===== src/common/icache_pkg.sv =====
package icache_pkg;

   ////////////////////////////////////////
   // Address and data widths
   ////////////////////////////////////////

   localparam int ADDR_W     = 32;
   localparam int DATA_W     = 32;
   localparam int LINE_WORDS = 8;
   localparam int OFF_W      = 3;
   localparam int LINE_W     = LINE_WORDS * DATA_W;

   ////////////////////////////////////////
   // AXI4 read burst constants
   ////////////////////////////////////////

   // Single fixed ID, no reordering needed
   localparam logic [3:0] AXI_ID = 4'b1111;

   // Eight beats per line
   localparam logic [7:0] AXI_LEN = 8'd7;

   // Four bytes per beat
   localparam logic [2:0] AXI_SIZE_WORD = 3'b010;

   // Wrapping burst, critical word first
   localparam logic [1:0] AXI_BURST_WRAP = 2'b10;

   ////////////////////////////////////////
   // Refill FSM states
   ////////////////////////////////////////

   typedef enum logic [1:0] {
      ST_IDLE,
      ST_ADDR,
      ST_DATA,
      ST_WRITE
   } refill_state_t;

endpackage


===== src/design/icache_refill/icache_refill.sv =====
`timescale 1ns/1ps

module icache_refill import icache_pkg::*; #(
   parameter int SET_W = 7
) (
   input  logic              clk,
   input  logic              reset,
   input  logic              i_miss,
   input  logic [ADDR_W-1:0] i_addr,
   input  logic              i_way,
   input  logic              i_arready,
   input  logic              i_rvalid,
   input  logic [DATA_W-1:0] i_rdata,
   input  logic              i_rlast,
   output logic              o_busy,
   output logic              o_arvalid,
   output logic [ADDR_W-1:0] o_araddr,
   output logic [3:0]        o_arid,
   output logic [7:0]        o_arlen,
   output logic [2:0]        o_arsize,
   output logic [1:0]        o_arburst,
   output logic              o_rready,
   output logic              o_crit_valid,
   output logic [DATA_W-1:0] o_crit_data,
   output logic              o_line_we,
   output logic [ADDR_W-1:0] o_line_addr,
   output logic              o_line_way,
   output logic [LINE_W-1:0] o_line_data
);

   // Word offset sits just above the two byte bits
   localparam int SET_LO = OFF_W + 2;

   refill_state_t state_q;

   logic                               first_q;
   logic [ADDR_W-1:0]                  addr_q;
   logic                               way_q;
   logic [OFF_W-1:0]                   cnt_q;
   logic [LINE_WORDS-1:0][DATA_W-1:0] fill_q;

   logic beat;

   assign beat = (state_q == ST_DATA) && i_rvalid;

   ////////////////////////////////////////
   // Refill FSM
   ////////////////////////////////////////

   always_ff @(posedge clk) begin
      if (reset) begin
         state_q <= ST_IDLE;
         first_q <= 1'b0;
      end else begin
         case (state_q)
            ST_IDLE: begin
               if (i_miss) begin
                  state_q <= ST_ADDR;
                  first_q <= 1'b1;
               end
            end
            ST_ADDR: begin
               if (i_arready) begin
                  state_q <= ST_DATA;
               end
            end
            ST_DATA: begin
               if (beat) begin
                  first_q <= 1'b0;
                  if (i_rlast) begin
                     state_q <= ST_WRITE;
                  end
               end
            end
            ST_WRITE: begin
               state_q <= ST_IDLE;
            end
            default: begin
               state_q <= ST_IDLE;
            end
         endcase
      end
   end

   ////////////////////////////////////////
   // Miss capture and fill buffer
   ////////////////////////////////////////

   // Burst starts at the requested word, so the counter starts there too
   always_ff @(posedge clk) begin
      if ((state_q == ST_IDLE) && i_miss) begin
         addr_q <= {i_addr[ADDR_W-1:2], 2'b00};
         way_q  <= i_way;
         cnt_q  <= i_addr[SET_LO-1:2];
      end else if (beat) begin
         fill_q[cnt_q] <= i_rdata;
         // Three bit counter wraps with the burst
         cnt_q         <= cnt_q + 1'b1;
      end
   end

   ////////////////////////////////////////
   // Outputs
   ////////////////////////////////////////

   assign o_busy = (state_q != ST_IDLE) || i_miss;

   assign o_arvalid = (state_q == ST_ADDR);
   assign o_araddr  = addr_q;
   assign o_arid    = AXI_ID;
   assign o_arlen   = AXI_LEN;
   assign o_arsize  = AXI_SIZE_WORD;
   assign o_arburst = AXI_BURST_WRAP;
   assign o_rready  = (state_q == ST_DATA);

   // First beat of the wrap is the word the processor asked for
   assign o_crit_valid = beat && first_q;
   assign o_crit_data  = i_rdata;

   assign o_line_we   = (state_q == ST_WRITE);
   assign o_line_addr = addr_q;
   assign o_line_way  = way_q;
   assign o_line_data = fill_q;

endmodule


===== config.mk =====
export PLATFORM = sky130hd
export DESIGN_NAME = icache_refill
export DESIGN_NICKNAME = d
export VERILOG_FILES = /design/src/common/icache_pkg.sv /design/src/design/icache_refill/icache_refill.sv
export SDC_FILE = /design/constraint.sdc
export NUM_CORES = 1
export LEC_CHECK = 0
export BUFFER_PORTS_ARGS = -buffer_cell sky130_fd_sc_hd__buf_2
export CAP_MARGIN = 20
export CORE_AREA = 2 2 175 177
export DETAILED_ROUTE_END_ITERATION = 8
export DIE_AREA = 0 0 177 179
export GPL_TIMING_DRIVEN = 0
export PLACE_DENSITY = 0.64
export SYNTH_ARGS = -nofsm -noshare
export SYNTH_HDL_FRONTEND = slang
export SYNTH_SLANG_ARGS = --single-unit

===== constraint.sdc =====
create_clock -name clk -period 6.7 [get_ports clk]
set_clock_uncertainty 0.2 [all_clocks]
set_input_delay 2.01 -clock clk [delete_from_list [all_inputs] [get_ports clk]]
set_output_delay 2.01 -clock clk [all_outputs]
set_load 0.02 [all_outputs]

==> results of run 1 <==
[metrics by stage]
stage	hold slack (ns)	TNS, ns	std cells	instance area [um^2]
2_1_floorplan	0.239	0	445	9800
4_1_cts	0.282	0	1326	13700
5_1_grt	0.302	0	1326	13700
3_3_place_gp	0.257	-37.74	1263	12400
3_5_place_dp	0.270	0	1275	12700
6_report	0.274	0	1327	13700
[layer usage]
metal / routed length (um) / GRT usage / up-vias
li1: - / - / 2485
met1: 9240 / 0.169 / 2585
met2: 11900 / 0.234 / 287
met3: 1650 / 0.0231 / 46
met4: 563 / 0.0437 / 0
met5: 0 / 0 / -
[worst paths after layout]
kind | cells past startpoint | slack (ns) | to | start
worst max-delay path | 3 | 1.97 | o_crit_data[4] | i_rdata[4]
worst min-delay path | 2 | 0.27 | first_q | first_q
worst max register to register | 7 | 3.54 | o_line_data[61] | state_q[1]
worst min register to register | 2 | 0.27 | first_q | first_q
[critical path: stages]
cell and delay, ns:
buf_2 0.21, buf_4 0.14, buf_2 0.15
[state kept, by name, indices dropped and copies added (netlist names)]
name,cells
o_line_data,256
o_araddr,30
cnt_q,3
state_q,2
first_q,1
o_line_way,1
[report_power, final]
part,internal (mW),total [mW],switching (mW)
registers,2.13,2.19,0.0563
clock network,1.00,1.65,0.648
logic,0.225,0.599,0.374
[cell families (layout without fill, tap and decap cells)]
group / after synthesis / count (layout) / share of synthesized area
DFF: 293 / 293 / 0.901
buffers and inverters: 86 / 571 / 0.0652
and+or+nand+nor: 29 / 29 / 0.0167
adders and majority gates: 7 / 7 / 0.00900
AOI/OAI and AO/OA: 5 / 5 / 0.00309
muxes: 3 / 3 / 0.00321
other: 2 / 22 / 0.000772
xor gates and xnor gates: 1 / 1 / 0.000900
[cell usage after synthesis]
cell | count | area (um^2)
a21oi_1 | 3 | 15.0
and3_1 | 1 | 6.26
and4_4 | 1 | 11.3
buf_4 | 83 | 623
conb_1 | 2 | 7.51
dfxtp_1 | 3 | 60.1
edfxtp_1 | 290 | 8710
ha_1 | 7 | 87.6
inv_1 | 3 | 11.3
mux2_2 | 1 | 11.3
mux2i_1 | 2 | 20.0
nand2_1 | 5 | 18.8
nand2_2 | 1 | 6.26
nand2b_1 | 8 | 50.1
nand4_1 | 1 | 6.26
nor2_1 | 8 | 30.0
nor3_1 | 1 | 5.00
nor3_2 | 1 | 10.0
o211ai_1 | 1 | 7.51
o21bai_1 | 1 | 7.51
or2b_1 | 1 | 7.51
or3b_4 | 1 | 11.3
xnor2_1 | 1 | 8.76
[cell type report]
type	count	area, um^2
Tap cell	396	495
Inverter	3	11.3
Multi-Input combinational cell	66	455
Fill cell	2650	16400
Timing Repair Buffer	434	2340
Antenna cell	1	2.50
Sequential cell	293	8770
Buffer	83	623
Clock buffer	33	719
Clock inverter	18	258
[cells in the final DEF (no fill, tap or decap), types with 5 or more instances in the layout]
cell type | synthesis | layout
nor2_4 | 0 | 6
nand2b_1 | 8 | 8
clkbuf_16 | 0 | 28
nand2_1 | 5 | 5
buf_4 | 83 | 83
conb_1 | 2 | 21
clkinv_2 | 0 | 5
edfxtp_1 | 290 | 290
bufinv_16 | 0 | 6
ha_1 | 7 | 7
buf_2 | 0 | 422
buf_12 | 0 | 5
clkbuf_1 | 0 | 5
==> results.env, run 1 <==
IOPINCOUNT=446
DP_SLACK_NS=1.95
WORST_HOLD_PATH_TYPE='register to register'
LAYOUT_MIN_CYCLE_TIME_NS=4.73
CRITICAL_PATH_ARRIVAL_NS=2.52
LAYOUT-DRIVE-GT1-SHARE=0.615
TIMING.MAX_SLEW.REL_SLACK=0.384
GRT_MAX_DEGREE=25
ROUTE.DETAILED.DRC=0
GRT_PASS1_WL_UM=31200
POST_SYNTHESIS_INSTANCE_AREA_MM2=0.00973
DIE_HEIGHT_UM=179
SYNTH.YOSYS.SEQ_AREA_SHARE=0.901
INITIAL_CORE_UTIL=0.324
DIE_WIDTH_UM=177
DRT_ITER0_DRC=361
DRT_TOTAL_WL_UM=23300
FIN_UTIL=0.455
PATH_MAX_FANOUT=9
CLKSINKCOUNT=293
SETUP-VIOLATIONS-FINAL=0
IR_WORST_VDD_uV=237
P_LEAK_nW=5.51
DRT-WIRELENGTH-PER-CELL_UM=17.6
CTSRESIZECOUNT=0
SYNTH.YOSYS.WARNINGS=0
RSZ0062_AT_GRT='false'
PERIOD_SHARE=0.706
OUTCOME='complete, no violations'
FMAX_GHz=0.212
SYNTH_AREA_PER_CELL_UM2=22.8
WORST-ENDPOINT-REQUIRED_NS=4.49
AREA.GROWTH.SYNTH_TO_FINAL_PCT=40.6
ANT_NETS=0
GR-USAGE-ALL-LAYERS=0.134
FINALWEIGHTEDCONGESTION=0.825
CRITICAL_PATH.ENDPOINT_TYPE='output pin'
PLACEABLECOREAREA_MM2=0.0300
PORTBUFFERS=422
CLOCK_INSERTION_DELAY_WORST_SKEW_NS=0.53
YS_SEQ_ELEMENTS=293
TRANSITION_AT_THE_PIN_WITH_THE_SMALLEST_MAX_TRANSITION_SLACK_NS=0.918
CTS.HOLD.BUFFERS_ADDED=0
POWER.DENSITY_CELL_AREA_mW_PER_MM2=324
CLOCK_TREE.ROOT_CELL='clkbuf_16'
POST_SYNTH_NUM_CELL_TYPES=23
ROWS=64
CLKTRANSATPATHREGS_NS=0.06
FIRST_GLOBAL_VIAS=4885
NETLIST_INSTANCES=426
TIMING.MAX_CAP.VIOLATIONS=0
TRITONCTS.NUM_BUFFERS=28
DESIGN_POWER_TOTAL_mW=4.44
DP_HPWL_UM=16700
NUM-NETS-FINAL=987
VIAS_PER_CELL=4.07
DETAILEDROUTE.FIRSTPASSITERATIONCOUNT=6
DETAILROUTE.VIA_COUNT=5403
GRT_ANTENNA_BEFORE_REPAIR=0
WORST-SETUP-PATH-TYPE='input pin to output pin'
CTS_POST_SETUP_BUFFERS_INSERTED=0
REPORT.FINAL.SLEW_VIOL_COUNT=0
TIMING_HOLD_VIOLATIONS_FINAL=0
CTSHTREEMAXLEVEL=1
CTS_BUFFER_DEPTH=3
FIN_WORST_SETUP_SLACK_NS=1.97
GRT_OVERFLOW=0
CP-START-KIND='input pin'
TRITONCTS='yes'
DIE-AREA_MM2=0.0317
No activity file was read; power rests on OpenSTA's default activity.
==> run 2: changes to the inputs <==
--- a/config.mk
+++ b/config.mk
@@ -11,7 +11,7 @@
 export DETAILED_ROUTE_END_ITERATION = 8
 export DIE_AREA = 0 0 177 179
 export GPL_TIMING_DRIVEN = 0
-export PLACE_DENSITY = 0.64
+export PLACE_DENSITY = 0.67
 export SYNTH_ARGS = -nofsm -noshare
 export SYNTH_HDL_FRONTEND = slang
 export SYNTH_SLANG_ARGS = --single-unit
==> constraint.sdc (replaced) <==
create_clock -name clk -period 4.27 [get_ports clk]
set_clock_uncertainty 0.2 [all_clocks]
set_input_delay 1.281 -clock clk [delete_from_list [all_inputs] [get_ports clk]]
set_output_delay 1.281 -clock clk [all_outputs]
set_load 0.02 [all_outputs]
==> run 2 against run 1 <==
First-iteration DRC count rose by 10%. Highest routed layer unchanged. Sequential power rose by 57%. Clock power rose by 62%. Global-route usage barely moved. Total power rose by 59%. Non-clock buffer count fell by 1. Combinational power rose by 57%. Worst hold slack got worse by 0.0023 ns. Sequential share of layout area fell by 0.23 points. Setup slack got worse by 0.97 ns. Utilization rose by 0.16 points. Via count rose by 1.1%. Critical path type unchanged.
==> results.env, run 2 (synthesis gave the netlist of run 1 again) <==
OUTCOME='complete, no violations'
CRITICAL_PATH.SLOWEST_CELL='buf_2'
CRITPATHMAXSTAGEDELAY_NS=0.21  # about the same
TIMING_HOLD_VIOLATIONS_FINAL=0  # unchanged
FMAX_GHz=0.306
INTPOWER_mW=5.36  # +60%
PLACE.DETAILED.INSTANCES=1274  # -0.078%
IOPINCOUNT=446  # unchanged
ROUTE.DETAILED.DRC=0  # unchanged
FINISH.CELL_COUNT_WITHOUT_FILLERS=1325  # -0.15%
CTSRESIZECOUNT=0  # unchanged
DETAILROUTE.VIA_COUNT=5464  # +1.1%
CP-START-KIND='input pin'
PORTBUFFERS=422  # unchanged
FIRST_GLOBAL_VIAS=5032  # +3.0%
CLOCK_INSERTION_DELAY_WORST_SKEW_NS=0.54  # about the same
VIAS_PER_CELL=4.12  # +1.3%
TIMING.HOLD.WORST_ENDPOINT='first_q'
DIE_WIDTH_UM=177  # unchanged
FINALWEIGHTEDCONGESTION=0.752  # -8.8%
HOLD_WS_NS=0.272  # -0.00231 ns
CTSHTREEMAXLEVEL=1  # unchanged
DIODES=0  # -1
PATH_DELAY_FAMILY='buffers and inverters'
CP_NUM_BUF_INV=3  # unchanged
PATH_MAX_FANOUT=9  # unchanged
FINAL_DESIGN_AREA_NO_FILL_MM2=0.0137  # +0.36%
HOLD_PATH.STARTPOINT='first_q'
REPORT.FINAL.SLEW_VIOL_COUNT=0  # unchanged
POWER.DENSITY_CELL_AREA_mW_PER_MM2=513  # +58%
R2R-START='state_q[1]'
GRT_ANTENNA_BEFORE_REPAIR=0  # unchanged
LAYOUT_MIN_CYCLE_TIME_NS=3.26
GRT_PASS1_WL_UM=31300  # +0.44%
PLACEABLECOREAREA_MM2=0.0300  # unchanged
FIN_UTIL=0.457  # +0.00163
CLKTRANSATPATHREGS_NS=0.06  # about the same
FIN_WORST_SETUP_SLACK_NS=1.01  # -0.966 ns
LARGEST_REGISTER_FFS=256  # unchanged
ANT_NETS=0  # unchanged
RSZ0062_AT_GRT='false'
CRITICAL_PATH_ARRIVAL_NS=1.78  # -0.74 ns
SHARE_CLK_OF_TOTAL_POWER=0.379  # +0.007
SHARE_SEQ_OF_TOTAL_POWER=0.487  # -0.006
DIE_HEIGHT_UM=179  # unchanged
IR_WORST_VDD_uV=314  # +33%
GR-USAGE-ALL-LAYERS=0.134  # -0.000272
DP_HPWL_UM=16900  # +0.82%
P_LEAK_nW=5.54  # +0.54%
CLKSINKCOUNT=293  # unchanged
TRITONCTS.NUM_BUFFERS=28  # unchanged
LAYOUT.CELLS.MOST_COMMON_LIST='422 x buf_2, 290 x edfxtp_1, 83 x buf_4'
WORST_R2R_PATH_DEPTH=6  # -1
ROWS=64  # unchanged
NET-SWITCHING-POWER_mW=1.69  # +56%
DIE-AREA_MM2=0.0317  # unchanged
CTS_POST_SETUP_BUFFERS_INSERTED=0  # unchanged
DETAILEDROUTE.FIRSTPASSITERATIONCOUNT=4  # -2
DRT_TOTAL_WL_UM=23300  # about the same
NUMBER_OF_CELLS_ON_THE_WORST_HOLD_PATH=2  # unchanged
DP_SLACK_NS=0.696  # -1.26 ns
DETAILED_PLACE.AREA_MM2=0.0127  # +0.14%
TRITONCTS='yes'
SETUP-VIOLATIONS-FINAL=0  # unchanged
WORST-SETUP-PATH-TYPE='input pin to output pin'
NUM-NETS-FINAL=986  # -0.10%
CTS.HOLD.BUFFERS_ADDED=0  # unchanged
WORST_HOLD_PATH_TYPE='register to register'
WORST_PATH_MOST_REPEATED_CELL='buf_2'
POWER.SWITCHING_FRACTION=0.239  # -0.00361
LAYOUT.CELLS.MOST_COMMON='buf_2'
DRT_ITER0_DRC=397  # +10%
TRANSITION_AT_THE_PIN_WITH_THE_SMALLEST_MAX_TRANSITION_SLACK_NS=0.755  # -0.163 ns
CRITICAL_PATH.ENDPOINT_TYPE='output pin'
R2R-END='o_line_data[225]'
N_FILL_CELL=2656  # +0.23%
TIMING.MAX_CAP.VIOLATIONS=0  # unchanged
TIMING.MAX_SLEW.REL_SLACK=0.495  # +0.111
DRT-WIRELENGTH-PER-CELL_UM=17.6  # about the same
PERIOD_SHARE=0.764
CLOCK_TREE.ROOT_CELL='clkbuf_16'
INITIAL_CORE_UTIL=0.324  # unchanged
LAYOUT-DRIVE-GT1-SHARE=0.617  # +0.00174
INTERNAL_REG_TO_REG_SETUP_SLACK_NS=1.38  # -2.16 ns
WORST-ENDPOINT-REQUIRED_NS=2.79  # -1.70 ns
TIMING.CRITICAL_PATH.CELLS='buf_2 > buf_4 > buf_2'
CTS_BUFFER_DEPTH=3  # unchanged
AREA.GROWTH.SYNTH_TO_FINAL_PCT=41.1
GRT_OVERFLOW=0  # unchanged
GRT_MAX_DEGREE=26  # +4.0%
COMB_POWER_SHARE=0.134  # about the same
==> run 2: changes by cell type in the layout (fill, tap and decap cells not counted) <==
| cell | change |
|---|---|
| buf_16 | +2 |
| nor3_4 | +1 |
| buf_6 | -3 |
| buf_12 | -2 |
| clkbuf_1 | -1 |
| diode_2 | -1 |
| bufinv_16 | +1 |
| clkinvlp_4 | -1 |
| buf_8 | +2 |
| clkinv_2 | +2 |
| clkinv_8 | -1 |
| clkbuf_16 | +1 |
| nor3_2 | -1 |
| clkinv_1 | -1 |
==> run 2: stage by stage <==
step           power (mW)  TNS (ns)
3_5_place_dp         4.44         0
3_3_place_gp         4.36   -288.50
5_1_grt              7.31         0
4_1_cts              7.11         0
6_report             7.05         0
2_1_floorplan        4.06         0
==> run 2: layout make-up <==
type / count / area [um^2] / share of cell area
Multi-Input combinational cell: 66 / 462 / 0.0336
Sequential cell: 293 / 8770 / 0.639
Clock inverter: 18 / 270 / 0.0197
Clock buffer: 33 / 741 / 0.0540
Timing Repair Buffer: 433 / 2350 / 0.172
Inverter: 3 / 11.3 / 0.000820
Tap cell: 396 / 495 / 0.0361
Buffer: 83 / 623 / 0.0454
==> run 2: worst register-to-register path: cells and delay by family (launching register included) <==
family	cells	cell delay, ns
adders and majority gates	1	0.24
DFF	1	0.41
buffers and inverters	2	0.37
and+or+nand+nor	3	1.35
==> run 2: per-layer routing <==
layer / track usage / vias up / wire length, um
met2: 0.240 / 272 / 12200
met1: 0.161 / 2674 / 8570
li1: - / 2479 / -
met4: 0.0403 / 0 / 478
met3: 0.0288 / 39 / 2100
met5: 0 / - / 0
==> run 2: worst max path at each step <==
stage	startpoint	slack, ns	cells after the start	endpoint
floorplan	i_miss	0.46	3	o_line_data[128]
global placement	i_miss	-1.43	4	o_line_data[143]
detailed placement	i_miss	0.70	5	o_line_data[225]
CTS	i_rdata[19]	0.99	3	o_crit_data[19]
global route	i_rdata[10]	0.97	3	o_crit_data[10]
finish	i_rdata[19]	1.01	3	o_crit_data[19]
==> run 2: power groups by stage <==
| stage | logic, mW | registers [mW] | clock network (mW) |
|---|---|---|---|
| finish | 0.941 | 3.43 | 2.67 |
| global route | 1.01 | 3.45 | 2.86 |
| CTS | 0.951 | 3.43 | 2.73 |
| detailed placement | 0.949 | 3.49 | 0 |
| global placement | 0.872 | 3.49 | 0 |
| floorplan | 0.446 | 3.61 | 0 |
==> run 3: changes to the inputs <==
==> constraint.sdc (replaced) <==
create_clock -name clk -period 2.9 [get_ports clk]
set_clock_uncertainty 0.2 [all_clocks]
set_input_delay 0.87 -clock clk [delete_from_list [all_inputs] [get_ports clk]]
set_output_delay 0.87 -clock clk [all_outputs]
set_load 0.02 [all_outputs]
==> run 3 against run 2 <==
Cell count up 0.30%. Global-route usage down 0.076 points. Utilization about the same. Register-to-register slack worse by 1.3 ns. Combinational power up 48%. Non-clock buffer count up 2. Largest cell class unchanged. Routed wire length down 0.14%. Worst hold slack better by 0.010 ns. Final area about the same. Setup slack worse by 0.89 ns. Critical path depth up 3. Total power up 43%.
==> results.env, run 3 (synthesis gave the netlist of run 1 again) <==
OUTCOME='complete, no violations'
DP_SLACK_NS=-0.203  # -0.899 ns
DIODES=0  # unchanged
WORST_HOLD_PATH_TYPE='register to register'
CRITICAL_PATH.ENDPOINT_TYPE='register'
FIRST_GLOBAL_VIAS=4965  # -1.3%
FIN_WORST_SETUP_SLACK_NS=0.121  # -0.886 ns
AREA.GROWTH.SYNTH_TO_FINAL_PCT=41.0  # about the same
CRITICAL_PATH_ARRIVAL_NS=2.83  # +1.05 ns
PORTBUFFERS=422  # unchanged
ANT_NETS=0  # unchanged
SETUP-VIOLATIONS-FINAL=0  # unchanged
DETAILEDROUTE.FIRSTPASSITERATIONCOUNT=4  # unchanged
DIE_WIDTH_UM=177  # unchanged
WORST-ENDPOINT-REQUIRED_NS=2.95  # +0.16 ns
RSZ0062_AT_GRT='false'
LAYOUT.CELLS.MOST_COMMON='buf_2'
WORST-SETUP-PATH-TYPE='register to register'
DIE-AREA_MM2=0.0317  # unchanged
PATH_MAX_FANOUT=17  # +8
REPORT.FINAL.SLEW_VIOL_COUNT=0  # unchanged
GRT_MOST_USED_LAYER='met2'
DETAILROUTE.VIA_COUNT=5409  # -1.0%
CLOCK_TREE.ROOT_CELL='clkbuf_16'
DRT_TOTAL_WL_UM=23300  # -0.14%
TIMING.MAX_CAP.VIOLATIONS=0  # unchanged
DRT-WIRELENGTH-PER-CELL_UM=17.5  # -0.44%
DETAILED_PLACE.AREA_MM2=0.0127  # +0.24%
CP-START-KIND='register'
LARGEST_REGISTER_FFS=256  # unchanged
WORST_R2R_PATH_DEPTH=6  # unchanged
IR_WORST_VDD_uV=373  # +19%
P_LEAK_nW=5.53  # -0.26%
ROWS=64  # unchanged
DIE_HEIGHT_UM=179  # unchanged
FINALWEIGHTEDCONGESTION=0.828  # +10%
PLACEABLECOREAREA_MM2=0.0300  # unchanged
CTS_BUFFER_DEPTH=3  # unchanged
INITIAL_CORE_UTIL=0.324  # unchanged
GRT_ANTENNA_BEFORE_REPAIR=0  # unchanged
GRT_OVERFLOW=0  # unchanged
LAYOUT-DRIVE-GT1-SHARE=0.613  # -0.00372
NUM-NETS-FINAL=989  # +0.30%
GRT_MAX_DEGREE=26  # unchanged
DESIGN_POWER_TOTAL_mW=10.1  # +43%
TIMING.MAX_SLEW.REL_SLACK=0.486  # -0.00949
FMAX_GHz=0.360
TRITONCTS.NUM_BUFFERS=29  # +3.6%
LAYOUT.CELLS.MOST_COMMON_LIST='422 x buf_2, 290 x edfxtp_1, 83 x buf_4'
VIAS_PER_CELL=4.07  # -1.3%
CLOCK_INSERTION_DELAY_WORST_SKEW_NS=0.53  # about the same
GRTUSAGEMET3=0.0221  # -0.00679
MET1_USAGE=0.165  # +0.00356
CLKSINKCOUNT=293  # unchanged
GR-USAGE-ALL-LAYERS=0.133  # -0.000758
HOLD_WS_NS=0.282  # +0.0101 ns
LAYOUT_MIN_CYCLE_TIME_NS=2.78
NUMBER_OF_CELLS_ON_THE_WORST_HOLD_PATH=2  # unchanged
PERIOD_SHARE=0.958
DRT_ITER0_DRC=336  # -15%
TIMING_HOLD_VIOLATIONS_FINAL=0  # unchanged
FIN_UTIL=0.457  # about the same
CTSHTREEMAXLEVEL=1  # unchanged
GRT_USE_MET2=0.236  # -0.00405
CTSRESIZECOUNT=0  # unchanged
ROUTE.DETAILED.DRC=0  # unchanged
IOPINCOUNT=446  # unchanged
TRANSITION_AT_THE_PIN_WITH_THE_SMALLEST_MAX_TRANSITION_SLACK_NS=0.769  # +0.0135 ns
FINAL_DESIGN_AREA_NO_FILL_MM2=0.0137  # about the same
DP_HPWL_UM=16700  # -1.0%
CLKTRANSATPATHREGS_NS=0.06  # about the same
TRITONCTS='yes'
POWER.DENSITY_CELL_AREA_mW_PER_MM2=734  # +43%
GRT_PASS1_WL_UM=31100  # -0.64%
==> run 3: changes by cell type in the layout (fill, tap and decap cells not counted) <==
cell and change:
buf_16 +2, bufinv_16 -4, clkinv_1 +3, buf_8 -3, clkinv_2 -2, inv_16 +1, clkinvlp_4 +1, inv_8 +1
clkbuf_1 +2, buf_12 +3
==> run 3: final cells by class <==
type	instances	area (um^2)
inverters	3	11.3
fillers	2604	16300
clock buffers	35	748
repair buffers	435	2420
multi-input cells	66	462
well taps	396	495
clock inverters	18	190
flip-flops and latches	293	8770
plain buffers	83	623
==> run 3: worst max-delay path: stages (launching register included) <==
cell and delay (ns):
dfxtp_1 0.38, inv_1 0.11, ha_1 0.26, nand2_2 0.17
or3b_4 0.47, nor2_4 0.61, buf_12 0.27
==> run 3: per-layer routing <==
layer,vias to the layer above,share of wire
met5,-,0
met4,0,0.021
met3,37,0.062
met2,240,0.52
met1,2640,0.40
li1,2492,-
==> run 3: timing repair <==
action,CTS,global route
endpoints found under the hold margin,0,0
hold buffers,0,0
setup endpoints to repair,0,53
buffers inserted,0,2
==> run 3: worst paths after layout <==
check / start / end / slack, ns
worst max-delay path: state_q[0] / o_line_data[87] / 0.12
worst max register to register: state_q[0] / o_line_data[87] / 0.12
worst min-delay path: first_q / first_q / 0.28
worst min register to register: first_q / first_q / 0.28
==> run 3: through the flow <==
step | std cells | setup TNS (ns)
after floorplan | 445 | -85.83
after global placement | 1263 | -508.33
after detailed placement | 1274 | -19.41
after CTS | 1327 | 0
after global routing | 1329 | 0
final | 1329 | 0
==> run 3: where the power goes <==
part           switching (mW)  internal, mW  total [mW]
Clock                    1.51          2.12        3.63
Sequential              0.131          4.92        5.06
Combinational           0.865         0.526        1.39
Total                    2.50          7.57        10.1
